### config.mk
export PLATFORM = sky130hd
export DESIGN_NAME = rgmii_rx
export DESIGN_NICKNAME = d
export VERILOG_FILES = /design/src/rgmii_pkg.sv /design/src/frame_pkg.sv /design/src/rgmii_rx_if.sv /design/src/rgmii_ddr_capture.sv /design/src/rx_delay_line.sv /design/src/rx_framer.sv /design/src/link_status_decoder.sv /design/src/rgmii_rx.sv
export SDC_FILE = /design/constraint.sdc
export NUM_CORES = 1
export LEC_CHECK = 0
export BUFFER_PORTS_ARGS = -buffer_cell sky130_fd_sc_hd__buf_4
export CAP_MARGIN = 20
export CELL_PAD_IN_SITES_DETAIL_PLACEMENT = 1
export CELL_PAD_IN_SITES_GLOBAL_PLACEMENT = 1
export CORE_UTILIZATION = 35
export DETAILED_ROUTE_END_ITERATION = 10
export GPL_TIMING_DRIVEN = 0
export HOLD_SLACK_MARGIN = 0.05
export PLACE_DENSITY_LB_ADDON = 0.08
export SYNTH_ARGS = -nofsm -noshare
export SYNTH_HDL_FRONTEND = slang
export SYNTH_SLANG_ARGS = --single-unit
### constraint.sdc
create_clock -name RXC -period 1.63 [get_ports RXC]
set_input_delay 0.489 -clock RXC [delete_from_list [all_inputs] [get_ports RXC]]
set_output_delay 0.489 -clock RXC [all_outputs]
set_load 0.01 [all_outputs]
### src/rgmii_pkg.sv
`default_nettype none

// rgmii line-level coding, shared by capture, delay line, framer and status
package rgmii_pkg;

    // rxd carries one nibble per rxc edge
    localparam int NIBBLE_W = 4;

    // two nibbles per rxc cycle
    localparam int BYTE_W = 2 * NIBBLE_W;

    // in-band status as sent by the phy between frames
    // low nibble: rxd[3] duplex, rxd[2:1] speed, rxd[0] link
    // high nibble repeats the low one on the falling edge
    typedef struct packed {
        // falling-edge copy, compared only
        logic [NIBBLE_W-1:0] echo;
        // 1 = full duplex
        logic                duplex;
        // phy speed code, 3 is reserved
        logic [1:0]          speed;
        // 1 = link up
        logic                link;
    } rx_status_t;

    // one received byte, read as data inside a frame
    // and as status between frames
    typedef union packed {
        logic [BYTE_W-1:0] data;
        rx_status_t        status;
    } rx_byte_u;

endpackage

`default_nettype wire

### src/frame_pkg.sv
`default_nettype none

// byte stream side of the receiver
package frame_pkg;

    // speed codes as the phy sends them in-band
    typedef enum logic [1:0] {
        SPEED_10M   = 2'd0,
        SPEED_100M  = 2'd1,
        SPEED_1000M = 2'd2
    } speed_e;

    // byte delay in front of the framer, gives eof look-ahead
    localparam int DELAY_STAGES = 2;

    // rising-edge sample to registered framer output
    // 1 capture + DELAY_STAGES + 1 framer
    localparam int RX_LATENCY = DELAY_STAGES + 2;

endpackage

`default_nettype wire

### src/rgmii_rx_if.sv
`timescale 1ns/1ps
`default_nettype none

// one joined byte per rxc cycle, no back-pressure
interface rgmii_rx_if;

    // both nibbles of the byte
    rgmii_pkg::rx_byte_u valid_byte;
    // rising-edge rx_ctl
    logic                dv;
    // dv xor falling-edge rx_ctl
    logic                err;
    // a complete byte is present this cycle
    logic                strobe;

    // capture side
    modport producer (
        output valid_byte,
        output dv,
        output err,
        output strobe
    );

    // delay line and status decoder
    modport consumer (
        input valid_byte,
        input dv,
        input err,
        input strobe
    );

endinterface

`default_nettype wire

### src/rgmii_ddr_capture.sv
`timescale 1ns/1ps
`default_nettype none

module rgmii_ddr_capture (
    input  wire logic                            RXC,
    input  wire logic                            rst_n,
    input  wire logic [rgmii_pkg::NIBBLE_W-1:0]  rxd,
    input  wire logic                            rx_ctl,
    rgmii_rx_if.producer                         rx
);

    // rising-edge half: data bits 3..0 and dv
    logic [rgmii_pkg::NIBBLE_W-1:0] lo_q;
    logic                           dv_q;
    // falling-edge half: data bits 7..4 and dv^err
    logic [rgmii_pkg::NIBBLE_W-1:0] hi_q;
    logic                           ctl_f;
    // set once a full rising/falling pair has been sampled
    logic                           primed;

    // rising-edge nibble, payload only
    always_ff @(posedge RXC) begin
        lo_q <= rxd;
    end

    // falling-edge nibble, payload only
    always_ff @(negedge RXC) begin
        hi_q <= rxd;
    end

    // falling-edge control bit
    always_ff @(negedge RXC or negedge rst_n) begin
        if (!rst_n) begin
            ctl_f <= 1'b0;
        end else begin
            ctl_f <= rx_ctl;
        end
    end

    // join at the next rising edge
    // lo_q still holds the half from the previous rising edge here
    always_ff @(posedge RXC) begin
        rx.valid_byte.data <= {hi_q, lo_q};
    end

    always_ff @(posedge RXC or negedge rst_n) begin
        if (!rst_n) begin
            dv_q      <= 1'b0;
            primed    <= 1'b0;
            rx.dv     <= 1'b0;
            rx.err    <= 1'b0;
            rx.strobe <= 1'b0;
        end else begin
            dv_q      <= rx_ctl;
            primed    <= 1'b1;
            rx.dv     <= dv_q;
            // falling edge carries dv xor err
            rx.err    <= dv_q ^ ctl_f;
            // first pair after reset is incomplete
            rx.strobe <= primed;
        end
    end

    // no byte may leave capture while the link side is held in reset
    a_no_strobe_in_reset : assert property (
        @(posedge RXC) !rst_n |-> !rx.strobe
    );

endmodule

`default_nettype wire

### src/rx_delay_line.sv
`timescale 1ns/1ps
`default_nettype none

module rx_delay_line (
    input  wire logic           RXC,
    input  wire logic           rst_n,
    rgmii_rx_if.consumer        rx,
    output rgmii_pkg::rx_byte_u byte_d,
    output logic                dv_d,
    output logic                err_d,
    output logic                next_dv
);

    localparam int LAST = frame_pkg::DELAY_STAGES - 1;

    // stage 0 takes the interface, stage LAST feeds the framer
    rgmii_pkg::rx_byte_u                 byte_sr [frame_pkg::DELAY_STAGES];
    logic [frame_pkg::DELAY_STAGES-1:0]  dv_sr;
    logic [frame_pkg::DELAY_STAGES-1:0]  err_sr;

    // byte payload, no reset
    always_ff @(posedge RXC) begin
        if (rx.strobe) begin
            byte_sr[0] <= rx.valid_byte;
            for (int i = 1; i < frame_pkg::DELAY_STAGES; i++) begin
                byte_sr[i] <= byte_sr[i-1];
            end
        end
    end

    // flags shift with the byte
    always_ff @(posedge RXC or negedge rst_n) begin
        if (!rst_n) begin
            dv_sr  <= '0;
            err_sr <= '0;
        end else if (rx.strobe) begin
            dv_sr  <= {dv_sr[LAST-1:0], rx.dv};
            err_sr <= {err_sr[LAST-1:0], rx.err};
        end
    end

    assign byte_d  = byte_sr[LAST];
    assign dv_d    = dv_sr[LAST];
    assign err_d   = err_sr[LAST];
    // dv of the byte right behind the output one
    assign next_dv = dv_sr[LAST-1];

    // pipeline stalls with the capture strobe
    a_dv_hold : assert property (
        @(posedge RXC) disable iff (!rst_n)
        !rx.strobe |=> $stable(dv_d)
    );

endmodule

`default_nettype wire

### src/rx_framer.sv
`timescale 1ns/1ps
`default_nettype none

module rx_framer (
    input  wire logic                 RXC,
    input  wire logic                 rst_n,
    input  wire rgmii_pkg::rx_byte_u  byte_d,
    input  wire logic                 dv_d,
    input  wire logic                 err_d,
    input  wire logic                 next_dv,
    output logic [7:0]                data_out,
    output logic                      ena,
    output logic                      sof,
    output logic                      eof,
    output logic                      rx_dv,
    output logic                      rx_err
);

    // dv of the byte before the current one
    logic dv_prev;

    // data is only meaningful with ena
    always_ff @(posedge RXC) begin
        data_out <= byte_d.data;
    end

    always_ff @(posedge RXC or negedge rst_n) begin
        if (!rst_n) begin
            dv_prev <= 1'b0;
            ena     <= 1'b0;
            sof     <= 1'b0;
            eof     <= 1'b0;
            rx_dv   <= 1'b0;
            rx_err  <= 1'b0;
        end else begin
            dv_prev <= dv_d;
            ena     <= dv_d;
            rx_dv   <= dv_d;
            // rising dv
            sof     <= dv_d & ~dv_prev;
            // look-ahead, next byte is idle
            eof     <= dv_d & ~next_dv;
            // err outside a frame is in-band signalling, not an error
            rx_err  <= dv_d & err_d;
        end
    end

    a_sof_ena : assert property (
        @(posedge RXC) disable iff (!rst_n) sof |-> ena
    );

    a_eof_ena : assert property (
        @(posedge RXC) disable iff (!rst_n) eof |-> ena
    );

    // every open frame closes before the next one starts
    a_sof_eof_pair : assert property (
        @(posedge RXC) disable iff (!rst_n)
        (sof && !eof) |=> (!sof until eof)
    );

endmodule

`default_nettype wire

### src/link_status_decoder.sv
`timescale 1ns/1ps
`default_nettype none

module link_status_decoder (
    input  wire logic          RXC,
    input  wire logic          rst_n,
    rgmii_rx_if.consumer       rx,
    output logic               link_up,
    output logic               duplex,
    output frame_pkg::speed_e  speed
);

    // status view of the interface byte
    rgmii_pkg::rx_status_t st;
    // idle byte that is neither false carrier nor carrier extension
    logic                  idle;
    // both nibbles agree
    logic                  match;
    logic                  accept;

    assign st     = rx.valid_byte.status;
    assign idle   = rx.strobe & ~rx.dv & ~rx.err;
    assign match  = (st.echo == {st.duplex, st.speed, st.link});
    assign accept = idle & match;

    // hold last good status on any rejected byte
    always_ff @(posedge RXC or negedge rst_n) begin
        if (!rst_n) begin
            link_up <= 1'b0;
            duplex  <= 1'b0;
            speed   <= frame_pkg::SPEED_10M;
        end else if (accept) begin
            link_up <= st.link;
            duplex  <= st.duplex;
            speed   <= frame_pkg::speed_e'(st.speed);
        end
    end

    // the phy never announces the reserved speed code
    a_speed_code : assert property (
        @(posedge RXC) disable iff (!rst_n) speed != 2'd3
    );

endmodule

`default_nettype wire

### src/rgmii_rx.sv
`timescale 1ns/1ps
`default_nettype none

module rgmii_rx (
    input  wire logic                            RXC,
    input  wire logic                            rst_n,
    input  wire logic [rgmii_pkg::NIBBLE_W-1:0]  rxd,
    input  wire logic                            rx_ctl,
    output logic [7:0]                           data_out,
    output logic                                 ena,
    output logic                                 sof,
    output logic                                 eof,
    output logic                                 rx_dv,
    output logic                                 rx_err,
    output logic                                 link_up,
    output logic                                 duplex,
    output frame_pkg::speed_e                    speed
);

    // capture to delay line and status decoder
    rgmii_rx_if rx_if ();

    // delayed stream to the framer
    rgmii_pkg::rx_byte_u byte_d;
    logic                dv_d;
    logic                err_d;
    logic                next_dv;

    rgmii_ddr_capture u_capture (
        .RXC    (RXC),
        .rst_n  (rst_n),
        .rxd    (rxd),
        .rx_ctl (rx_ctl),
        .rx     (rx_if.producer)
    );

    rx_delay_line u_delay (
        .RXC     (RXC),
        .rst_n   (rst_n),
        .rx      (rx_if.consumer),
        .byte_d  (byte_d),
        .dv_d    (dv_d),
        .err_d   (err_d),
        .next_dv (next_dv)
    );

    rx_framer u_framer (
        .RXC      (RXC),
        .rst_n    (rst_n),
        .byte_d   (byte_d),
        .dv_d     (dv_d),
        .err_d    (err_d),
        .next_dv  (next_dv),
        .data_out (data_out),
        .ena      (ena),
        .sof      (sof),
        .eof      (eof),
        .rx_dv    (rx_dv),
        .rx_err   (rx_err)
    );

    // taps the interface directly, status needs no look-ahead
    link_status_decoder u_status (
        .RXC     (RXC),
        .rst_n   (rst_n),
        .rx      (rx_if.consumer),
        .link_up (link_up),
        .duplex  (duplex),
        .speed   (speed)
    );

endmodule

`default_nettype wire

==> flow_summary.ini, run 1 <==
[sta]
fin_ws_ns = 0.104
setup_violations = 0
fin_skew_ns = 0.0441
maxSlewViolCount = 0
rsz0062_at_grt = no
finalHoldViolCount = 0

[grt]
grt_max_degree = 19
grt_usage_pct = 10.8
antenna_found_initial = 0
grt_pass1_wl_um = 3650
grt_pass1_vias = 788
grt-ovfl-total = 0

[clock_network]
tritoncts = done
path_clk_slew_ns = 0.06
cts_root_buf = clkbuf_8
cts_made_buffers = 9
cts-htree-levels = 3
cts.sinks = 58
clockBufferDepth = 2
clkLatencyLatePin_ns = 0.37

[yosys]
synth-seq-cells = 58
syn_avg_cell_area_um2 = 19.4
yosys.area.top_type = dfxtp_1
yosysTopAreaCellShare_pct = 29.5
ys_types = 20
synth_nets = 91
seq_area_frac_synth_pct = 86.7
synth_area_leaders = dfxtp_1 (30%), edfxtp_1 (30%), dfrtp_1 (26%)
postSynthCellCount = 84
yosysWarnings = 0
syn_area_um2 = 1630

[routing]
drt-vias-per-instance = 4.10
drc = 0
wl_met1_um = 899
vias = 747
wirelength_um = 2150
first_pass_iters = 2
met3_length_um = 155
highest_layer = met4
route.met2.wl_um = 1060
drt_iter0_drc = 15
wl_per_cell_um = 11.8
ant_nets = 0

[setup_path]
path_delay_family = buffers and inverters
cp.required_ns = 1.39
worst-path-buf-inv = 2
critPathMaxStageDelay_ns = 0.53
cp_cell_sequence = dlygate4sd3_1, buf_4
worstPathArrival_ns = 1.28
crit_fanout = 18
crit_slowest_cell = dlygate4sd3_1
critPathLaunchType = input pin
end_kind = async pin
worstSetupPathType = in2async

[final_layout]
post-route-util_pct = 47.2
area_growth_pct = 27.9
diodes = 0
drive_above_1_share_pct = 37.7
nNetsFinal = 132
fillCellCount = 436

[status]
status = complete, no violations

[hold_path]
hold_path.class = in2reg

[placed_design]
hpwl_um = 1320
place_congestion = 0.659
preCtsSetupSlack_ns = -0.150
port_buffers = 23

[die]
io_pins = 24
die_w_um = 70.2
fp.dieH_um = 70.2
rows = 24
fp.dieArea_um2 = 4930
initial_utilization_pct = 36.9
core_area_um2 = 4410

[power_and_ir_drop]
power.density_nw_per_um2 = 1400
vdd_drop_max_uv = 589
p_leak_nw = 0.905
power_mw = 2.92

[flow_run]
maxCapViolCount = 0
-- worst paths after layout --
path,from,cells after the start,slack (ns),endpoint
setup / recovery,rst_n,2,0.10,u_capture.ctl_f$_DFF_NN0_
hold / removal,rxd[2],1,0.27,u_capture.lo_q[2]$_DFF_P_
setup reg to reg,u_capture.rx.strobe$_DFF_PN0_,4,0.16,u_status.link_up$_DFFE_PN0P_
hold reg to reg,u_capture.lo_q[1]$_DFF_P_,0,0.32,u_capture.rx.valid_byte[1]$_DFF_P_
max in group RXC,u_capture.rx.strobe$_DFF_PN0_,4,0.16,u_status.link_up$_DFFE_PN0P_
min in group asynchronous,rst_n,2,0.57,u_status.speed[1]$_DFFE_PN0P_
-- kinds of logic after synthesis --
group / count (synthesis) / synth area share, %
xor gates and xnor gates: 4 / 2.15
other: 1 / 0.230
muxes: 8 / 5.46
AOI/OAI and AO/OA: 1 / 0.307
DFF: 58 / 86.7
buffers and inverters: 2 / 0.692
and+or+nand+nor: 10 / 4.46
-- cell usage after synthesis, drive strengths merged --
| cell | count |
|---|---|
| nor2b | 2 |
| dfrtn | 1 |
| xnor2 | 3 |
| dfrtp | 17 |
| xor2 | 1 |
| o21ai | 1 |
| edfxtp | 16 |
| and2 | 2 |
| nand4 | 1 |
| mux2i | 1 |
| buf | 1 |
| mux2 | 7 |
| nor3b | 1 |
| inv | 1 |
| nor2 | 3 |
| conb | 1 |
| nand2 | 1 |
| dfxtp | 24 |
-- layout make-up --
class / instances / area, um2 / area share, %
clock buffers: 11 / 131 / 6.31
plain buffers: 1 / 7.51 / 0.361
flip-flops and latches: 58 / 1420 / 68.0
repair buffers: 27 / 205 / 9.86
clock inverters: 9 / 52.6 / 2.52
multi-input cells: 24 / 205 / 9.86
well taps: 52 / 65.1 / 3.12
-- metrics by stage --
step	hold WS [ns]	instance area, um2	std cells	setup TNS [ns]
after floorplan	0.193	1630	84	0
after global placement	0.311	1870	159	-0.373
after detailed placement	0.314	1870	159	-0.443
after CTS	0.253	2070	180	0
after global routing	0.253	2080	182	0
final	0.271	2080	182	0
-- flip-flops by register name (all words and copies together), names as in the netlist --
name                     count
u_delay.byte_sr             16
u_capture.rx.valid_byte      8
u_framer.data_out            8
u_capture.hi_q               4
u_capture.lo_q               4
u_delay.dv_sr                2
u_delay.err_sr               2
u_status.speed               2
u_capture.ctl_f              1
u_capture.dv_q               1
u_capture.primed             1
u_capture.rx.dv              1
u_capture.rx.err             1
u_capture.rx.strobe          1
u_framer.dv_prev             1
u_framer.eof                 1
u_framer.rx_err              1
u_framer.sof                 1
u_status.duplex              1
u_status.link_up             1
-- cell usage in the layout, fill, tap and decap left out, drive strengths merged, types with 2 or more instances in the layout --
cell type	n
inv	4
mux2	7
edfxtp	16
dfxtp	24
and2	2
nor2b	2
buf	27
xnor2	3
nor2	3
dfrtp	17
clkbuf	11
clkinv	3
-- layer usage --
layer | global-route usage, % | vias to the layer above
li1 | - | 363
met1 | 12.2 | 357
met2 | 14.2 | 23
met3 | 4.91 | 4
met4 | 11.3 | 0
met5 | 0 | -
-- where the power goes --
part | switching [mW] | internal [mW] | leakage [nW] | total, mW
clock | 0.517 | 0.626 | 0.113 | 1.14
combinational | 0.0687 | 0.0950 | 0.218 | 0.164
sequential | 0.0397 | 1.58 | 0.574 | 1.62
-- what timing repair did --
| action | 4_1_cts | 5_1_grt |
|---|---|---|
| hold buffers | 1 | 0 |
| pin swaps | 0 | 0 |
| gates resized for setup | 1 | 0 |
| setup buffers | 1 | 2 |
| endpoints found under the hold margin | 17 | 0 |
| endpoints found under the setup margin | 3 | 3 |
Note: power is estimated with default switching activity, not from simulation.
==> run 2, diff against run 1 <==
- CELL_PAD_IN_SITES_DETAIL_PLACEMENT: 1 -> not set
- CELL_PAD_IN_SITES_GLOBAL_PLACEMENT: 1 -> not set
==> flow_summary.ini, run 2 (same netlist as run 1, synthesis figures left out) <==
[sta]
maxSlewViolCount = 0
finalHoldViolCount = 0
setup_violations = 0
rsz0062_at_grt = no
fin_hold_ws_ns = 0.279
fin_skew_ns = 0.0414

[die]
fp.dieH_um = 70.2
die_w_um = 70.2
rows = 24
fp.dieArea_um2 = 4930
core_area_um2 = 4410
io_pins = 24
initial_utilization_pct = 36.9

[clock_network]
path_clk_slew_ns = 0.05
cts_made_buffers = 9
cts-htree-levels = 3
clkLatencyLatePin_ns = 0.36
cts_root_buf = clkbuf_8
tritoncts = done
clockBufferDepth = 2
cts.sinks = 58

[setup_path]
critPathLaunchType = input pin
worstSetupPathType = in2async
worst-path-buf-inv = 2
cp_cell_sequence = dlygate4sd3_1, buf_4
crit_slowest_cell = dlygate4sd3_1
cp.required_ns = 1.38
crit_fanout = 18
worstPathArrival_ns = 1.28
critPathMaxStageDelay_ns = 0.53
end_kind = async pin
regToRegSetupSlack_ns = 0.20
path_delay_family = buffers and inverters

[power_and_ir_drop]
vdd_drop_max_uv = 912
power.density_nw_per_um2 = 1390
power_frac_clock_pct = 38.7
pwr-share-seq_pct = 55.7
p_int_mw = 2.31
combPwrFrac_pct = 5.6
power.switching_mw = 0.596
switching_share_pct = 20.5
p_leak_nw = 0.903
power_mw = 2.90

[routing]
drc = 0
wirelength_um = 1830
vias = 734
ant_nets = 0
drt-vias-per-instance = 4.01
drt_iter0_drc = 23
first_pass_iters = 2
wl_per_cell_um = 10.0

[final_layout]
layout_commonest_cell = buf_4
drive_above_1_share_pct = 36.6
largest-register = u_delay.byte_sr
reg_top3 = u_delay.byte_sr x16, u_capture.rx.valid_byte x8, u_framer.data_out x8
diodes = 0
nNetsFinal = 133
area_growth_pct = 28.5
largest_reg_flops = 16
final_cell_mix = buf_4 (28), dfxtp_1 (24), dfrtp_1 (16), edfxtp_1 (16), clkbuf_8 (11)

[grt]
grt-ovfl-total = 0
grt_pass1_vias = 734
antenna_found_initial = 0
grt_max_degree = 19
grt_usage_pct = 10.1
grt_pass1_wl_um = 3330

[placed_design]
place_congestion = 0.703
hpwl_um = 1130
port_buffers = 23

[status]
status = complete, no violations

[hold_path]
hold_path.class = in2reg

[flow_run]
maxCapViolCount = 0
## run 2: changes by cell type in the layout (fill, tap and decap cells not counted), sizes merged
| cell | previous run | this run |
|---|---|---|
| buf | 27 | 28 |
| clkinv | 3 | 2 |
| clkbuf | 11 | 13 |
| bufinv | 1 | 0 |
## run 2: timing repair
action                                 CTS  global route
gates resized for setup                  1             0
hold buffers                             1             0
setup buffers                            1             3
setup endpoints to repair                3             2
endpoints found under the hold margin   17             0
## run 2: through the flow
step	cell area (um2)	setup WS (ns)	util, %	cells	TNS, ns
after floorplan	1630	0.0917	-	84	0
after global placement	1870	-0.120	42.3	159	-0.356
after detailed placement	1870	-0.116	42.3	159	-0.342
after CTS	2070	0.0457	46.9	180	0
after global routing	2090	0.0516	47.4	183	0
final	2090	0.103	47.4	183	0
## run 2: power groups by stage
stage | sequential (mW) | combinational (mW) | clock [mW]
floorplan | 1.66 | 0.0542 | 0.0191
global route | 1.63 | 0.179 | 1.27
global placement | 1.65 | 0.148 | 0.0191
detailed placement | 1.65 | 0.149 | 0.0191
CTS | 1.62 | 0.158 | 1.17
finish | 1.62 | 0.163 | 1.12
## run 2: cell type report
| cell class | instances | area (um2) |
|---|---|---|
| fill | 400 | 2320 |
| sequential | 58 | 1420 |
| timing repair buffer | 28 | 213 |
| multi-input combinational | 24 | 205 |
| clock buffer | 13 | 159 |
| tap | 52 | 65.1 |
| clock inverter | 7 | 27.5 |
| buffer | 1 | 7.51 |
## run 2: final timing paths
check,start,endpoint,cells past startpoint
worst max-delay path,rst_n,u_capture.ctl_f$_DFF_NN0_,2
worst min-delay path,rxd[1],u_capture.lo_q[1]$_DFF_P_,1
worst max register to register,u_capture.rx.strobe$_DFF_PN0_,u_status.speed[1]$_DFFE_PN0P_,4
worst min register to register,u_capture.lo_q[0]$_DFF_P_,u_capture.rx.valid_byte[0]$_DFF_P_,0
max in group RXC,u_framer.dv_prev$_DFF_PN0_,rx_dv,2
min in group asynchronous,rst_n,u_status.duplex$_DFFE_PN0P_,2
## run 2: metal layers
layer,track usage (%),wire length (um)
met1,10.5,792
met2,13.5,819
met3,8.23,161
met4,7.33,57
met5,0,0
==> run 3, diff against run 2 <==
- CORE_ASPECT_RATIO: not set -> 1.1
- CORE_MARGIN: not set -> 3
- CORE_UTILIZATION: 35 -> 48
==> flow_summary.ini, run 3 (same netlist as run 1, synthesis figures left out) <==
[final_layout]
diodes = 0
drive_above_1_share_pct = 37.4
instances_no_fill = 165
fillCellCount = 249
multi_input_area_um2 = 205
nNetsFinal = 133
area_growth_pct = 23.8
largest-register = u_delay.byte_sr
seq_area_um2 = 1420
largest_reg_flops = 16
final_cell_mix = buf_4 (28), dfxtp_1 (24), dfrtp_1 (16), edfxtp_1 (16), clkbuf_4 (9)
layout_commonest_cell = buf_4
reg_top3 = u_delay.byte_sr x16, u_capture.rx.valid_byte x8, u_framer.data_out x8

[sta]
setup_violations = 0
period_minus_slack_ns = 1.53
finalHoldViolCount = 0
fin_crit_sh_pct = 94.0
rsz0062_at_grt = no
fmax_mhz = 653
fin_setup_tns_ns = 0
fin_ws_ns = 0.0980
maxSlewViolCount = 0
fin_skew_ns = 0.0464

[power_and_ir_drop]
power_mw = 2.66
power.density_nw_per_um2 = 1320
p_leak_nw = 0.882
vdd_drop_max_uv = 810

[clock_network]
cts_made_buffers = 9
clockBufferDepth = 2
cts_root_buf = clkbuf_4
clkLatencyLatePin_ns = 0.43
path_clk_slew_ns = 0.09
tritoncts = done
cts-htree-levels = 3
cts.sinks = 58

[routing]
wirelength_um = 1950
vias = 747
wl_per_cell_um = 11.8
first_pass_iters = 4
drt_iter0_drc = 10
drc = 0
ant_nets = 0
drt-vias-per-instance = 4.53

[grt]
grt_max_degree = 19
grt_pass1_wl_um = 3300
antenna_found_initial = 0
grt_usage_pct = 12.9
grt-ovfl-total = 0
grt_pass1_vias = 720

[setup_path]
cp-endpoint = rx_dv
cp_cell_sequence = buf_4, buf_4
crit_top_cell = buf_4
crit_slowest_cell = dfrtp_1
worstSetupPathType = reg2out
critPathLaunch = u_framer.dv_prev$_DFF_PN0_
end_kind = primary output
critPathMaxStageDelay_ns = 0.40
r2r_start = u_capture.rx.strobe$_DFF_PN0_
r2r-end = u_status.link_up$_DFFE_PN0P_
worstPathArrival_ns = 1.04
regToRegSetupSlack_ns = 0.18
crit_fanout = 3
critPathLaunchType = register
cp.required_ns = 1.14
ff2ff_path_depth = 4

[die]
io_pins = 24
die_w_um = 61.5
fp.dieH_um = 67.1
fp.dieArea_um2 = 4130
initial_utilization_pct = 51.6
core_area_um2 = 3150
rows = 21

[hold_path]
hold_path.class = in2reg

[placed_design]
dp_cells = 141
preCtsSetupSlack_ns = -0.133
port_buffers = 23
hpwl_um = 1210
place_congestion = 0.615

[flow_run]
maxCapViolCount = 0

[status]
status = complete, no violations
==> run 3: cell counts in the layout (fill, tap and decap cells not counted) <==
No cell type changed its count.
==> run 3: cell type report <==
class,instances,area share (%)
flip-flops and latches,58,70.2
repair buffers,28,10.6
multi-input cells,24,10.2
clock buffers,13,5.09
well taps,34,2.11
clock inverters,7,1.43
plain buffers,1,0.373
==> run 3: timing repair <==
action / CTS / global route
cloned: 0 / 0
hold buffers: 1 / 0
buffers inserted: 1 / 3
hold endpoints to repair: 17 / 0
gates resized for setup: 1 / 0
endpoints found under the setup margin: 3 / 3
==> run 3: metal layers <==
metal / vias up / GRT usage [%] / routed length [um]
met4: 0 / 10.3 / 53
met3: 6 / 10.1 / 208
met5: - / 0 / 0
met1: 341 / 12.4 / 772
met2: 31 / 17.5 / 910
li1: 369 / - / -
==> run 3: worst min-delay path by stage <==
stage,startpoint,end,slack (ns),depth (start not counted)
global placement,u_capture.lo_q[2]$_DFF_P_,u_capture.rx.valid_byte[2]$_DFF_P_,0.31,0
global route,rxd[0],u_capture.lo_q[0]$_DFF_P_,0.16,1
detailed placement,u_capture.lo_q[0]$_DFF_P_,u_capture.rx.valid_byte[0]$_DFF_P_,0.31,0
CTS,rxd[0],u_capture.lo_q[0]$_DFF_P_,0.18,1
floorplan,rst_n,u_capture.dv_q$_DFF_PN0_,0.19,0
finish,rxd[0],u_capture.lo_q[0]$_DFF_P_,0.21,1
==> run 3: per-stage QoR <==
step / utilization (%) / instance area (um2) / hold slack (ns)
finish: 63.9 / 2010 / 0.207
global placement: 58.5 / 1840 / 0.310
CTS: 63.2 / 1990 / 0.184
floorplan: - / 1630 / 0.193
detailed placement: 58.5 / 1840 / 0.313
global route: 63.9 / 2010 / 0.160
==> run 3: power breakdown <==
| group | internal [mW] | switching, mW | total, mW |
|---|---|---|---|
| registers | 1.57 | 0.0393 | 1.61 |
| clock network | 0.401 | 0.481 | 0.882 |
| logic | 0.0965 | 0.0677 | 0.164 |
==> run 3: worst max-delay path, delay by kind of cell (launching register included) <==
family / cells / cell delay (ns)
buffers and inverters: 2 / 0.26
DFF: 1 / 0.40
